`config.mk`:
```
export PLATFORM = sky130hd
export DESIGN_NAME = datapath
export DESIGN_NICKNAME = d
export VERILOG_FILES = /design/src/rtl/cpu_pkg.sv /design/src/rtl/alu.sv /design/src/rtl/control_unit.sv /design/src/rtl/datapath.sv /design/src/rtl/forwarding_unit.sv /design/src/rtl/hazard_fsm.sv /design/src/rtl/pc_counter.sv /design/src/rtl/register_file.sv
export SDC_FILE = /design/constraint.sdc
export NUM_CORES = 2
export LEC_CHECK = 0
export BUFFER_PORTS_ARGS = -buffer_cell sky130_fd_sc_hd__buf_2
export CORE_ASPECT_RATIO = 0.5
export CORE_MARGIN = 10
export CORE_UTILIZATION = 50
export CTS_BUF_LIST = sky130_fd_sc_hd__clkbuf_8
export DETAILED_ROUTE_END_ITERATION = 16
export GPL_ROUTABILITY_DRIVEN = 0
export PLACE_DENSITY = 0.62
export SYNTH_ARGS = -nofsm -noshare
export SYNTH_HDL_FRONTEND = slang
export SYNTH_SLANG_ARGS = --single-unit
```
`constraint.sdc`:
```
create_clock -name CLK -period 21.2 [get_ports CLK]
set_clock_uncertainty 0.1 [all_clocks]
set_input_delay 1.06 -clock CLK [delete_from_list [all_inputs] [get_ports CLK]]
set_output_delay 1.06 -clock CLK [all_outputs]
set_load 0.01 [all_outputs]
```
`src/rtl/cpu_pkg.sv`:
```
// shared word types, opcode and alu encodings and memory sizes, imported by the core blocks
`default_nettype none

package cpu_pkg;

   typedef logic [31:0] word_t;     // data and address word
   typedef logic [4:0]  regbits_t;  // register index
   typedef logic [9:0]  ramaddr_t;  // word index into the ram

   localparam word_t    PC_INIT   = 32'h0000_0000;
   localparam int       RAM_WORDS = 1024;
   localparam int       DMEM_WAIT = 1;  // extra cycles per data access
   localparam int       WAIT_W    = $clog2(DMEM_WAIT + 1);
   localparam regbits_t REG_RA    = 5'd31;  // jal link register

   // primary opcodes
   typedef enum logic [5:0] {
      OP_RTYPE = 6'h00,
      OP_J     = 6'h02,
      OP_JAL   = 6'h03,
      OP_BEQ   = 6'h04,
      OP_BNE   = 6'h05,
      OP_ADDIU = 6'h09,
      OP_ORI   = 6'h0d,
      OP_LUI   = 6'h0f,
      OP_LW    = 6'h23,
      OP_SW    = 6'h2b,
      OP_HALT  = 6'h3f
   } opcode_t;

   // r-type function field
   typedef enum logic [5:0] {
      FN_SLL  = 6'h00,
      FN_ADDU = 6'h21,
      FN_SUBU = 6'h23,
      FN_AND  = 6'h24,
      FN_OR   = 6'h25,
      FN_XOR  = 6'h26,
      FN_SLT  = 6'h2a
   } funct_t;

   typedef enum logic [2:0] {
      ALU_ADD, ALU_SUB, ALU_AND, ALU_OR, ALU_XOR, ALU_SLT, ALU_SLL, ALU_LUI
   } aluop_t;

endpackage

`default_nettype wire

```
`src/rtl/alu.sv`:
```
// combinational ALU for the supported integer operations
`default_nettype none
`timescale 1ns/1ns

module alu import cpu_pkg::*; (
   input  word_t      op1, op2,
   input  logic [4:0] shamt,
   input  aluop_t     alu_op,
   output word_t      res
);

   always_comb begin
      case (alu_op)
         ALU_ADD: res = op1 + op2;
         ALU_SUB: res = op1 - op2;
         ALU_AND: res = op1 & op2;
         ALU_OR:  res = op1 | op2;
         ALU_XOR: res = op1 ^ op2;
         ALU_SLT: res = {31'b0, $signed(op1) < $signed(op2)};
         ALU_SLL: res = op2 << shamt;
         default: res = op2;  // lui, immediate comes in already shifted
      endcase
   end

endmodule

`default_nettype wire

```
`src/rtl/control_unit.sv`:
```
// instruction decoder, turns the ID-stage instruction into the control fields carried down the pipe
`default_nettype none
`timescale 1ns/1ns

module control_unit import cpu_pkg::*; (
   input  word_t      instr,
   output regbits_t   rs, rt, rd,
   output logic [4:0] shamt,
   output logic [15:0] imm16,
   output logic       extop, regwr, memwr, memrd, halt,
   output aluop_t     alu_op,
   output logic [1:0] alu_src,   // 0 reg, 1 imm, 2 imm << 16
   output logic [1:0] regdst,    // 0 rd, 1 rt, 2 ra
   output logic [1:0] memtoreg,  // 0 alu, 1 load, 2 pc+4
   output logic [1:0] pc_src,    // 0 seq, 1 branch, 2 jump
   output logic       branch_ne, branch_eq
);

   assign rs    = instr[25:21];
   assign rt    = instr[20:16];
   assign rd    = instr[15:11];
   assign shamt = instr[10:6];
   assign imm16 = instr[15:0];

   always_comb begin
      // anything not listed falls out as a nop
      extop     = 1'b0;
      regwr     = 1'b0;
      memwr     = 1'b0;
      memrd     = 1'b0;
      halt      = 1'b0;
      alu_op    = ALU_ADD;
      alu_src   = 2'd0;
      regdst    = 2'd0;
      memtoreg  = 2'd0;
      pc_src    = 2'd0;
      branch_ne = 1'b0;
      branch_eq = 1'b0;
      case (opcode_t'(instr[31:26]))
         OP_RTYPE: begin
            regwr = 1'b1;
            case (funct_t'(instr[5:0]))
               FN_ADDU: alu_op = ALU_ADD;
               FN_SUBU: alu_op = ALU_SUB;
               FN_AND:  alu_op = ALU_AND;
               FN_OR:   alu_op = ALU_OR;
               FN_XOR:  alu_op = ALU_XOR;
               FN_SLT:  alu_op = ALU_SLT;
               FN_SLL:  alu_op = ALU_SLL;
               default: regwr = 1'b0;  // unsupported funct
            endcase
         end
         OP_ADDIU, OP_LW: begin
            regwr   = 1'b1;
            regdst  = 2'd1;
            alu_src = 2'd1;
            extop   = 1'b1;
            if (opcode_t'(instr[31:26]) == OP_LW) begin
               memrd    = 1'b1;
               memtoreg = 2'd1;
            end
         end
         OP_ORI: begin
            regwr   = 1'b1;
            regdst  = 2'd1;
            alu_src = 2'd1;
            alu_op  = ALU_OR;
         end
         OP_LUI: begin
            regwr   = 1'b1;
            regdst  = 2'd1;
            alu_src = 2'd2;
            alu_op  = ALU_LUI;
         end
         OP_SW: begin
            memwr   = 1'b1;
            alu_src = 2'd1;
            extop   = 1'b1;
         end
         OP_BEQ, OP_BNE: begin
            extop     = 1'b1;  // signed word offset
            pc_src    = 2'd1;
            branch_eq = (opcode_t'(instr[31:26]) == OP_BEQ);
            branch_ne = (opcode_t'(instr[31:26]) == OP_BNE);
         end
         OP_J:    pc_src = 2'd2;
         OP_JAL: begin
            pc_src   = 2'd2;
            regwr    = 1'b1;
            regdst   = 2'd2;
            memtoreg = 2'd2;
         end
         OP_HALT: halt = 1'b1;
         default: ;
      endcase
   end

endmodule

`default_nettype wire

```
`src/rtl/datapath.sv`:
```
// five-stage core datapath, holds the pipeline latches, stage muxes and block wiring
`default_nettype none
`timescale 1ns/1ns

module datapath import cpu_pkg::*; (
   input  logic  CLK, nRST,
   output word_t imemaddr,
   output logic  imemREN,
   input  word_t imemload,
   input  logic  ihit,
   output word_t dmemaddr, dmemstore,
   output logic  dmemREN, dmemWEN,
   input  word_t dmemload,
   input  logic  dhit,
   output logic  halt
);

   // hazard and fetch
   logic pc_en, fd_en, fd_flush, de_en, de_flush, em_en, mw_en, load_use, redirect;
   word_t pc, fd_instr, fd_npc;
   // decode
   regbits_t   id_rs, id_rt, id_rd;
   logic [4:0] id_shamt;
   logic [15:0] id_imm16;
   logic       id_extop, id_regwr, id_memwr, id_memrd, id_halt, id_beq, id_bne;
   aluop_t     id_alu_op;
   logic [1:0] id_alu_src, id_regdst, id_memtoreg, id_pc_src;
   word_t      id_rdat1, id_rdat2, id_imm;
   // ID/EX
   word_t      de_npc, de_rdat1, de_rdat2, de_imm, de_jtarget;
   regbits_t   de_rs, de_rt, de_rd;
   logic [4:0] de_shamt;
   aluop_t     de_alu_op;
   logic [1:0] de_alu_src, de_regdst, de_memtoreg, de_pc_src;
   logic       de_regwr, de_memwr, de_memrd, de_halt, de_beq, de_bne;
   // execute
   logic [1:0] fwd_op1, fwd_op2, pc_sel;
   word_t      ex_op1, ex_op2_fwd, ex_op2, ex_res, br_target;
   regbits_t   ex_wsel;
   logic       br_taken;
   // EX/MEM and MEM/WB
   word_t      em_npc, em_res, em_store, mw_npc, mw_res, mw_load, wb_wdat;
   regbits_t   em_wsel, mw_wsel;
   logic [1:0] em_memtoreg, mw_memtoreg;
   logic       em_regwr, em_memwr, em_memrd, em_halt, mw_regwr, mw_halt;

   control_unit u_control_unit (
      .instr(fd_instr),
      .rs(id_rs), .rt(id_rt), .rd(id_rd), .shamt(id_shamt), .imm16(id_imm16),
      .extop(id_extop), .regwr(id_regwr), .memwr(id_memwr), .memrd(id_memrd),
      .halt(id_halt), .alu_op(id_alu_op), .alu_src(id_alu_src), .regdst(id_regdst),
      .memtoreg(id_memtoreg), .pc_src(id_pc_src), .branch_ne(id_bne), .branch_eq(id_beq)
   );

   register_file u_register_file (
      .CLK, .nRST, .wen(mw_regwr), .wsel(mw_wsel), .rsel1(id_rs), .rsel2(id_rt),
      .wdat(wb_wdat), .rdat1(id_rdat1), .rdat2(id_rdat2)
   );

   alu u_alu (.op1(ex_op1), .op2(ex_op2), .shamt(de_shamt), .alu_op(de_alu_op), .res(ex_res));

   pc_counter u_pc_counter (
      .CLK, .nRST, .pc_en, .pc_src(pc_sel), .branch_target(br_target),
      .jump_target(de_jtarget), .pc
   );

   hazard_fsm u_hazard_fsm (
      .CLK, .nRST, .ihit, .dhit, .dmem_req(em_memrd || em_memwr), .load_use, .redirect,
      .halt_wb(mw_halt), .pc_en, .fd_en, .fd_flush, .de_en, .de_flush, .em_en, .mw_en,
      .halted(halt)
   );

   forwarding_unit u_forwarding_unit (
      .ex_rs(de_rs), .ex_rt(de_rt), .mem_wsel(em_wsel), .wb_wsel(mw_wsel),
      .mem_regwr(em_regwr), .wb_regwr(mw_regwr), .fwd_op1, .fwd_op2
   );

   ////////////////////////////////////////
   // fetch and decode
   ////////////////////////////////////////
   assign imemaddr = pc;
   assign imemREN  = !halt;

   always_ff @(posedge CLK, negedge nRST) begin
      if (!nRST) begin
         fd_instr <= '0;
         fd_npc   <= '0;
      end else if (fd_flush) begin
         fd_instr <= '0;  // all-zero word decodes as a nop
      end else if (fd_en) begin
         fd_instr <= imemload;
         fd_npc   <= pc + 32'd4;
      end
   end

   assign id_imm   = id_extop ? {{16{id_imm16[15]}}, id_imm16} : {16'h0, id_imm16};
   // load in EX feeding the instruction in ID
   assign load_use = de_memrd && de_rt != '0 && (de_rt == id_rs || de_rt == id_rt);

   always_ff @(posedge CLK, negedge nRST) begin
      if (!nRST) begin
         de_regwr    <= 1'b0;
         de_memwr    <= 1'b0;
         de_memrd    <= 1'b0;
         de_halt     <= 1'b0;
         de_beq      <= 1'b0;
         de_bne      <= 1'b0;
         de_pc_src   <= 2'd0;
         de_alu_op   <= ALU_ADD;
         de_alu_src  <= 2'd0;
         de_regdst   <= 2'd0;
         de_memtoreg <= 2'd0;
      end else if (de_flush) begin
         de_regwr  <= 1'b0;
         de_memwr  <= 1'b0;
         de_memrd  <= 1'b0;
         de_halt   <= 1'b0;
         de_beq    <= 1'b0;
         de_bne    <= 1'b0;
         de_pc_src <= 2'd0;
      end else if (de_en) begin
         de_regwr    <= id_regwr;
         de_memwr    <= id_memwr;
         de_memrd    <= id_memrd;
         de_halt     <= id_halt;
         de_beq      <= id_beq;
         de_bne      <= id_bne;
         de_pc_src   <= id_pc_src;
         de_alu_op   <= id_alu_op;
         de_alu_src  <= id_alu_src;
         de_regdst   <= id_regdst;
         de_memtoreg <= id_memtoreg;
      end
   end

   always_ff @(posedge CLK) begin
      if (de_en) begin
         de_npc     <= fd_npc;
         de_rdat1   <= id_rdat1;
         de_rdat2   <= id_rdat2;
         de_imm     <= id_imm;
         de_jtarget <= {fd_npc[31:28], fd_instr[25:0], 2'b00};
         de_rs      <= id_rs;
         de_rt      <= id_rt;
         de_rd      <= id_rd;
         de_shamt   <= id_shamt;
      end
   end

   ////////////////////////////////////////
   // execute
   ////////////////////////////////////////
   always_comb begin
      case (fwd_op1)
         2'd1:    ex_op1 = em_res;
         2'd2:    ex_op1 = wb_wdat;
         default: ex_op1 = de_rdat1;
      endcase
      case (fwd_op2)
         2'd1:    ex_op2_fwd = em_res;
         2'd2:    ex_op2_fwd = wb_wdat;
         default: ex_op2_fwd = de_rdat2;
      endcase
      case (de_alu_src)
         2'd1:    ex_op2 = de_imm;
         2'd2:    ex_op2 = {de_imm[15:0], 16'h0};  // lui
         default: ex_op2 = ex_op2_fwd;
      endcase
      case (de_regdst)
         2'd1:    ex_wsel = de_rt;
         2'd2:    ex_wsel = REG_RA;
         default: ex_wsel = de_rd;
      endcase
   end

   // branches resolve here on forwarded operands
   assign br_taken  = (de_beq && ex_op1 == ex_op2_fwd) || (de_bne && ex_op1 != ex_op2_fwd);
   assign br_target = de_npc + {de_imm[29:0], 2'b00};
   assign pc_sel    = (de_pc_src == 2'd2) ? 2'd2 : (br_taken ? 2'd1 : 2'd0);
   assign redirect  = (pc_sel != 2'd0);

   ////////////////////////////////////////
   // memory and write back
   ////////////////////////////////////////
   always_ff @(posedge CLK, negedge nRST) begin
      if (!nRST) begin
         em_regwr    <= 1'b0;
         em_memwr    <= 1'b0;
         em_memrd    <= 1'b0;
         em_halt     <= 1'b0;
         em_memtoreg <= 2'd0;
         mw_regwr    <= 1'b0;
         mw_halt     <= 1'b0;
         mw_memtoreg <= 2'd0;
      end else begin
         if (em_en) begin
            em_regwr    <= de_regwr;
            em_memwr    <= de_memwr;
            em_memrd    <= de_memrd;
            em_halt     <= de_halt;
            em_memtoreg <= de_memtoreg;
         end
         if (mw_en) begin
            mw_regwr    <= em_regwr;
            mw_halt     <= em_halt;
            mw_memtoreg <= em_memtoreg;
         end
      end
   end

   always_ff @(posedge CLK) begin
      if (em_en) begin
         em_npc   <= de_npc;
         em_res   <= ex_res;
         em_store <= ex_op2_fwd;
         em_wsel  <= ex_wsel;
      end
      if (mw_en) begin
         mw_npc  <= em_npc;
         mw_res  <= em_res;
         mw_load <= dmemload;
         mw_wsel <= em_wsel;
      end
   end

   assign dmemaddr  = em_res;
   assign dmemstore = em_store;
   assign dmemREN   = em_memrd;
   assign dmemWEN   = em_memwr;

   always_comb begin
      case (mw_memtoreg)
         2'd1:    wb_wdat = mw_load;
         2'd2:    wb_wdat = mw_npc;  // jal link
         default: wb_wdat = mw_res;
      endcase
   end

endmodule

`default_nettype wire

```
`src/rtl/forwarding_unit.sv`:
```
// picks the EX operand sources from EX/MEM or MEM/WB results
`default_nettype none
`timescale 1ns/1ns

module forwarding_unit import cpu_pkg::*; (
   input  regbits_t   ex_rs, ex_rt, mem_wsel, wb_wsel,
   input  logic       mem_regwr, wb_regwr,
   output logic [1:0] fwd_op1, fwd_op2  // 0 latch, 1 EX/MEM, 2 MEM/WB
);

   // youngest writer wins
   function automatic logic [1:0] pick(input regbits_t src);
      logic [1:0] sel;
      sel = 2'd0;
      if (mem_regwr && mem_wsel != '0 && mem_wsel == src)
         sel = 2'd1;
      else if (wb_regwr && wb_wsel != '0 && wb_wsel == src)
         sel = 2'd2;
      return sel;
   endfunction

   assign fwd_op1 = pick(ex_rs);
   assign fwd_op2 = pick(ex_rt);

endmodule

`default_nettype wire

```
`src/rtl/hazard_fsm.sv`:
```
// pipeline hazard controller that drives latch enables and flushes for waits, stalls, redirects and halt
`default_nettype none
`timescale 1ns/1ns

module hazard_fsm (
   input  logic CLK, nRST,
   input  logic ihit, dhit, dmem_req,
   input  logic load_use, redirect, halt_wb,
   output logic pc_en, fd_en, fd_flush, de_en, de_flush, em_en, mw_en,
   output logic halted
);

   typedef enum logic [1:0] {HZ_RUN, HZ_DWAIT, HZ_HALTED} hz_state_t;

   hz_state_t state, next_state;
   logic      dstall;

   assign dstall = dmem_req && !dhit;  // data access still outstanding
   assign halted = (state == HZ_HALTED);

   always_ff @(posedge CLK, negedge nRST) begin
      if (!nRST)
         state <= HZ_RUN;
      else
         state <= next_state;
   end

   always_comb begin
      next_state = state;
      case (state)
         HZ_RUN:   if (dstall) next_state = HZ_DWAIT;
         HZ_DWAIT: if (dhit) next_state = HZ_RUN;
         default:  next_state = HZ_HALTED;  // stays until reset
      endcase
      if (halt_wb)
         next_state = HZ_HALTED;
   end

   ////////////////////////////////////////
   // enables and flushes
   ////////////////////////////////////////
   always_comb begin
      pc_en    = 1'b0;
      fd_en    = 1'b0;
      fd_flush = 1'b0;
      de_en    = 1'b0;
      de_flush = 1'b0;
      em_en    = 1'b0;
      mw_en    = 1'b0;
      // the pipe moves in HZ_RUN without a data stall and in HZ_DWAIT on dhit
      if ((state == HZ_RUN && !dstall) || (state == HZ_DWAIT && dhit)) begin
         de_en = 1'b1;
         em_en = 1'b1;
         mw_en = 1'b1;
         if (redirect) begin
            pc_en    = 1'b1;  // take target and kill IF and ID
            fd_flush = 1'b1;
            de_flush = 1'b1;
         end else if (load_use) begin
            de_flush = 1'b1;  // bubble into EX while PC and IF/ID hold
         end else if (!ihit) begin
            fd_flush = 1'b1;
         end else begin
            pc_en = 1'b1;
            fd_en = 1'b1;
         end
      end
   end

endmodule

`default_nettype wire

```
`src/rtl/pc_counter.sv`:
```
// program counter register with next-address select for sequential, branch and jump
`default_nettype none
`timescale 1ns/1ns

module pc_counter import cpu_pkg::*; (
   input  logic       CLK, nRST, pc_en,
   input  logic [1:0] pc_src,
   input  word_t      branch_target, jump_target,
   output word_t      pc
);

   word_t next_pc;

   always_comb begin
      case (pc_src)
         2'd1:    next_pc = branch_target;
         2'd2:    next_pc = jump_target;
         default: next_pc = pc + 32'd4;
      endcase
   end

   always_ff @(posedge CLK, negedge nRST) begin
      if (!nRST)
         pc <= PC_INIT;
      else if (pc_en)
         pc <= next_pc;
   end

endmodule

`default_nettype wire

```
`src/rtl/register_file.sv`:
```
// 32 x 32 register file with write-through reads, register zero reads as zero
`default_nettype none
`timescale 1ns/1ns

module register_file import cpu_pkg::*; (
   input  logic     CLK, nRST,
   input  logic     wen,
   input  regbits_t wsel, rsel1, rsel2,
   input  word_t    wdat,
   output word_t    rdat1, rdat2
);

   word_t regs [32];

   always_ff @(posedge CLK, negedge nRST) begin
      if (!nRST)
         regs <= '{default: '0};
      else if (wen && wsel != '0)
         regs[wsel] <= wdat;
   end

   // same-cycle write shows up on the read side, WB to ID needs no forward
   assign rdat1 = (rsel1 == '0) ? '0 : (wen && wsel == rsel1) ? wdat : regs[rsel1];
   assign rdat2 = (rsel2 == '0) ? '0 : (wen && wsel == rsel2) ? wdat : regs[rsel2];

endmodule

`default_nettype wire

```
# After elaboration in Yosys (flattened, before gate mapping)
# Cells that the tools add are included.
dict set report word_totals {
  ram_bits 0
  ff_bits 1514
  romBits 0
  latch_bits 0
  memories 0
}
dict set report op_classes {
  n_eq_ne 49
  div_mod_pow 0
  multipliers 0
  n_addsub 4
  bitwise 8
  shift 1
  mux 74
  order_cmp 5
  reduce_logical 46
}
# operator n
set op_table {}
lappend op_table {{$bwmux W1024} 1}
lappend op_table {{$bmux W32 S5} 2}
lappend op_table {{$pmux W32 S2} 5}
lappend op_table {{$mux W32} 9}
lappend op_table {{$pmux W32 S7} 1}
lappend op_table {{$demux W32 S5} 1}
lappend op_table {{$add A32 B32 Y32} 2}
lappend op_table {{$eq A6 B6 Y1 const B} 9}
lappend op_table {{$eq A5 B5 Y1} 8}
lappend op_table {{$mux W1} 36}
lappend op_table {{$add A32 B3 Y32 const B} 1}
lappend op_table {{$and A32 B32 Y32} 1}
lappend op_table {{$eq A32 B32 Y1} 1}
lappend op_table {{$lt A32 B32 Y1} 1}
lappend op_table {{$ne A32 B32 Y1} 1}
lappend op_table {{$or A32 B32 Y32} 1}
lappend op_table {{$shl A32 B5 Y32} 1}
lappend op_table {{$sub A32 B32 Y32} 1}
lappend op_table {{$xor A32 B32 Y32} 1}
lappend op_table {{$mux W2} 10}
lappend op_table {{$pmux W2 S2} 5}
lappend op_table {{$eq A6 B4 Y1 const B} 3}
lappend op_table {{$ge A6 B6 Y1 const B} 3}
lappend op_table {{$not A5 Y6} 3}
lappend op_table {{29 further kinds} 80}

# Depth between registers and ports, before layout
dict set report logic_depth {
  depth_word 17
  depth_mapped 27
  mapped_depth_nobuf 23
}

# Hierarchy
# From an unflattened synthesis, not the netlist that was laid out.
dict set report hier_totals {
  cells_unflattened 6810
  hier_area_um2 85082.9
}
# mod seq_area_each_um2 n_inst area_each_um2 cells_per_inst
set by_module_without_submodules {}
lappend by_module_without_submodules {register_file 25624.6 1 54826.3 3815}
lappend by_module_without_submodules {datapath 13117.6 1 19472.4 1446}
lappend by_module_without_submodules {alu 0.0 1 7443.4 1141}
lappend by_module_without_submodules {pc_counter 800.8 1 2248.4 260}
lappend by_module_without_submodules {control_unit 0.0 1 658.1 97}
lappend by_module_without_submodules {forwarding_unit 0.0 1 257.7 34}
lappend by_module_without_submodules {hazard_fsm 50.0 1 176.4 17}

# Least setup slack after synthesis
# Ideal clock, no wire load.
dict set report synth_path {
  kind {input-to-reg}
  start {in dhit}
  end {reg mw_memtoreg[0]}
  stages 6
  path_slack_ps 9507
  setup_time_ps 553
  t_arrival_ps 11039
  path_cell_list {nor2_1 or2_2 inv_1 clkbuf_1 buf_1 o21ai_0}
}
dict set report synth_via {
  elab_chain_len 6
  elab_cells_between_ends 7
  classes_between {mux: 1; reduce/logical: 6}
}
# item line_no
set synth_rtl {}
lappend synth_rtl {{start, declared} datapath.sv:14} ;# input logic dhit,
lappend synth_rtl {{$logic_not A1 Y1} hazard_fsm.sv:18} ;# assign dstall = dmem_req && !dhit;
lappend synth_rtl {{$logic_and A1 B1 Y1} hazard_fsm.sv:18}
lappend synth_rtl {{$logic_not A1 Y1} hazard_fsm.sv:51} ;# if ((state == HZ_RUN && !dstall) || (state == HZ_DWAIT && dhit)) begin
lappend synth_rtl {{$logic_and A1 B1 Y1} hazard_fsm.sv:51}
lappend synth_rtl {{$logic_or A1 B1 Y1 (*)} hazard_fsm.sv:51}
lappend synth_rtl {{$mux W1 (*)} n/a}
lappend synth_rtl {{named net de_en} datapath.sv:19} ;# logic pc_en, fd_en, fd_flush, de_en, de_flush, em_en, mw_en, load_use, redirect;
lappend synth_rtl {{end signal, assigned} datapath.sv:206} ;# mw_memtoreg <= em_memtoreg;
lappend synth_rtl {{end, declared} datapath.sv:44} ;# logic [1:0] em_memtoreg, mw_memtoreg;
# Mark *: on every way through the listed nets, which the timed path passes. The rest lies on a longest branch.
# A chain may end at the register's enable or synchronous reset.

# Final worst setup path
dict set report layout_path {
  start {reg em_wsel[1]}
  end {reg em_res[30], in the netlist dmemaddr[30], data pin}
}
dict set report layout_via {
  elab_chain_len 9
  elab_cells_between_ends 22
  classes_between {add/sub: 2; eq/ne: 6; shift: 1; mux: 6; bitwise: 3; reduce/logical: 4}
}
# item line_no
set layout_rtl {}
lappend layout_rtl {{start, declared} datapath.sv:43} ;# regbits_t em_wsel, mw_wsel;
lappend layout_rtl {{start signal, assigned} datapath.sv:216} ;# em_wsel <= ex_wsel;
lappend layout_rtl {{$reduce_bool A5 Y1} forwarding_unit.sv:15} ;# if (mem_regwr && mem_wsel != '0 && mem_wsel == src)
lappend layout_rtl {{$logic_and A1 B1 Y1} forwarding_unit.sv:15}
lappend layout_rtl {{$logic_and A1 B1 Y1 (*)} forwarding_unit.sv:15}
lappend layout_rtl {{$mux W2 (*)} forwarding_unit.sv:15}
lappend layout_rtl {{$eq A2 B2 Y1 or $eq A2 B1 Y1 (tied branches)} datapath.sv:159} ;# case (fwd_op2)
lappend layout_rtl {{$pmux W32 S2 (*)} datapath.sv:159}
lappend layout_rtl {{named net ex_op2_fwd[0]} datapath.sv:38} ;# word_t ex_op1, ex_op2_fwd, ex_op2, ex_res, br_target;
lappend layout_rtl {{$pmux W32 S2 (*)} datapath.sv:164} ;# case (de_alu_src)
lappend layout_rtl {{$sub A32 B32 Y32, or another cell as far along} alu.sv:15} ;# ALU_SUB: res = op1 - op2;
lappend layout_rtl {{$pmux W32 S7 (*)} alu.sv:13} ;# case (alu_op)
lappend layout_rtl {{named net ex_res[30]} datapath.sv:38}
lappend layout_rtl {{end signal, assigned} datapath.sv:214} ;# em_res <= ex_res;
lappend layout_rtl {{end, declared} datapath.sv:42} ;# word_t em_npc, em_res, em_store, mw_npc, mw_res, mw_load, wb_wdat;
# Marked as above.

==> qor.yml <==
min_period_ps: 7737
worstMarginPinSlew_ps: 1368
nets: 7499
drt-wirelength-per-cell_um: 29.07
placed_cells: 9241
synth-seq-area-share_pct: 47.33
setup_violations: 0
die_x_um: 590.5
grt.total_usage_pct: 30.39
synth_enable_flop_cells: 325
numPortBuffers: 167
htreeDepth: 4
drive_above_1_share_pct: 19.16
worst_setup_path_start_kind: "register"
synthesis.area_um2: 81360
peakVddDrop_uv: 96.55
coreArea_um2: 161200
syn_nets: 7658
crit_path_max_incr_delay_ps: 750
drtIter0Drc: 8280
vias_per_cell: 6.511
cts.clk_slew.worst_paths_ps: 70
yosys_most_used_dff: "dfrtp_1"
cts_max_path_buffers: 4
status: "complete, no violations"
grt_overflow: 0
postSynthCellCount: 7448
whs_ps: 64.87
rows: 104
avgSynthCellArea_um2: 10.92
fin_tns_setup_ps: 0
cts_hold_buf: 0
cts_buffers: 219
path_max_fanout: 61
antenna_left: 0
fmax_ghz: 0.1293
ys_types: 86
grt_start_max_net_pins: 137
antenna_found_initial: 17
synth_top_area_cell: "dfrtp_1"
clkSinkCount: 1474
arrival_ps: 8320
vias: 62740
dr.pass1.iters: 7
area_delta_synth_final_pct: 8.463
ys_top_cells_by_area: "dfrtp_1 35%, mux4_2 18%, edfxtp_1 12%, o21ai_0 7.2%, nand2_1 6.0%"
fin_util_pct: 54.74
hold_path.class: "primary input to asynchronous set/reset pin"
post-route-cell-area_um2: 88250
netlist.area_leader.share_pct: 35.34
cts_setup_buffers: 0
wirelength_mm: 280.1
ys_async_sr_fraction_pct: 77.95
drv_slew: 0
grt_pass1_vias: 59830
die_area_um2: 180200
die_h_um: 305.2
cts_root_buf: "clkbuf_8"
slew_headroom_pct: 6.179
n_fill_cell: 13880
cts_resized: 0
dp_hpwl_mm: 175.1
io_pins: 168
grt_setup_unrepaired: "no"
required_ps: 21780
fin_crit_sh_pct: 36.49
yosys_warnings: 0
hold_viol: 0
cts_tree: "built"
maxCapViolations: 0
crit_path_cell_trace: "or4_1, o21ai_2, buf_4, or3_2, buf_4, a31oi_1, a22oi_1, inv_1, ha_1, fa_1, o21bai_1, a21oi_1, o21bai_1, nor4b_1, nor4_1, o311ai_0, a211oi_1, o31ai_1, a21oi_1, xor2_1, a221oi_1, a32oi_1"
worstSetupEndpointType: "register"
crit_type: "register to register"
grt_pass1_wl_mm: 411.8
crit_path_top_delay_cell: "o311ai_0"
total_leakage_power_nw: 36.77
drc: 0
clock_latency_ps: 990
placed_area_um2: 83860
fin_cells: 9637
start_util_pct: 50.47
cellPowerDensity_nw_per_um2: 136.3
ys_ff_latch: 1474
[where the power goes]
part,total (mW),leakage [nW],internal [mW],switching (mW)
Clock,2.40,2.54,1.21,1.19
Combinational,5.43,14.6,2.03,3.40
Sequential,4.20,19.6,3.57,0.636
[stage by stage]
step	total power [mW]	setup slack [ps]
after floorplan	7.667	9507
after global placement	9.474	13830
after detailed placement	9.507	13760
after CTS	11.90	13710
after global routing	12.59	13020
final	12.03	13460
[metal layers]
metal	vias to the layer above	global-route usage, %	share of wire (%)
met1	31430	44.20	41
met3	660	9.113	12
met2	3553	43.16	42
met5	-	0	0.027
met4	14	10.94	4.1
li1	27080	-	-
[state kept, by name, summed over array words and instances (netlist names), 3 cells and up]
name	count
mw_res	32
de_rdat1	32
de_rt	4
de_rdat2	32
de_rs	4
dmemaddr	32
de_npc	32
mw_wsel	5
em_npc	32
mw_load	32
mw_npc	32
dmemstore	32
de_jtarget	3
u_register_file.regs	1024
u_pc_counter.pc	32
fd_npc	32
fd_instr	32
em_wsel	5
de_imm	16
de_alu_op	3
[worst max-delay path, delay by kind of cell, from the launching register on]
| family | cells | cell delay, ps |
|---|---|---|
| buffers and inverters | 3 | 1040 |
| and+or+nand+nor | 4 | 1410 |
| DFF | 1 | 470 |
| AOI/OAI and AO/OA | 12 | 3490 |
| xor gates and xnor gates | 1 | 150 |
| adders and majority gates | 2 | 730 |
[cell usage after synthesis, drive strengths merged, types with 19 or more instances]
library cell	count
nand2	1296
a22oi	57
clkbuf	580
o21a	77
nor4	48
mux2i	102
o221ai	39
o211ai	34
nand3	137
nand4	26
and2	20
xor2	44
o21ai	1182
a21o	33
edfxtp	325
mux4	647
ha	139
o22ai	42
a211oi	62
buf	120
a21oi	221
xnor2	105
nand2b	28
inv	203
mux2	52
a31oi	60
nor3	80
nor2	242
a221o	19
dfrtp	1149
o21bai	24
a221oi	38
[layout by cell type (no fill, tap or decap), types with 127 or more instances in the layout]
cell	n
dfrtp_1	1141
o21ai_0	1173
nor2_1	237
a21oi_1	221
buf_2	166
ha_1	138
mux4_2	647
edfxtp_1	325
nand2_1	1270
nand3_1	127
inv_1	268
buf_4	151
clkbuf_8	270
[area by class of cell]
type                            instances  area [um2]  area share [%]
Tap cell                             2173        2719           3.081
Clock buffer                          270        3716           4.211
Sequential cell                      1474       38540           43.67
Inverter                              203       779.5          0.8833
Antenna cell                            6       15.01         0.01701
Timing Repair Buffer                  320        2019           2.288
Multi-Input combinational cell       5071       39800           45.10
Clock inverter                        120       661.9          0.7500
[cells by family (layout without fill, tap and decap cells)]
kind of cell | Yosys count | in the layout | synth area share [%]
adders and majority gates | 142 | 142 | 2.211
DFF | 1474 | 1474 | 47.33
other | 0 | 6 | 0
AOI/OAI and AO/OA | 2023 | 2023 | 14.66
muxes | 801 | 801 | 19.88
buffers and inverters | 903 | 913 | 4.232
xor gates and xnor gates | 149 | 149 | 1.604
and+or+nand+nor | 1956 | 1956 | 10.07
[worst paths after layout]
check                                            from                          to  slack (ps)  cells past startpoint
setup reg to reg                           em_wsel[1]                dmemaddr[30]       13460                     22
min in group CLK                         dmemload[27]                 mw_load[27]         200                      1
max in group asynchronous                        nRST                fd_instr[30]       17170                      5
hold reg to reg            u_register_file.regs[1009]  u_register_file.regs[1009]         290                      0
setup / recovery                           em_wsel[1]                dmemaddr[30]       13460                     22
hold / removal                                   nRST    u_register_file.regs[21]          60                      1
(Power assumes the default switching activity.)
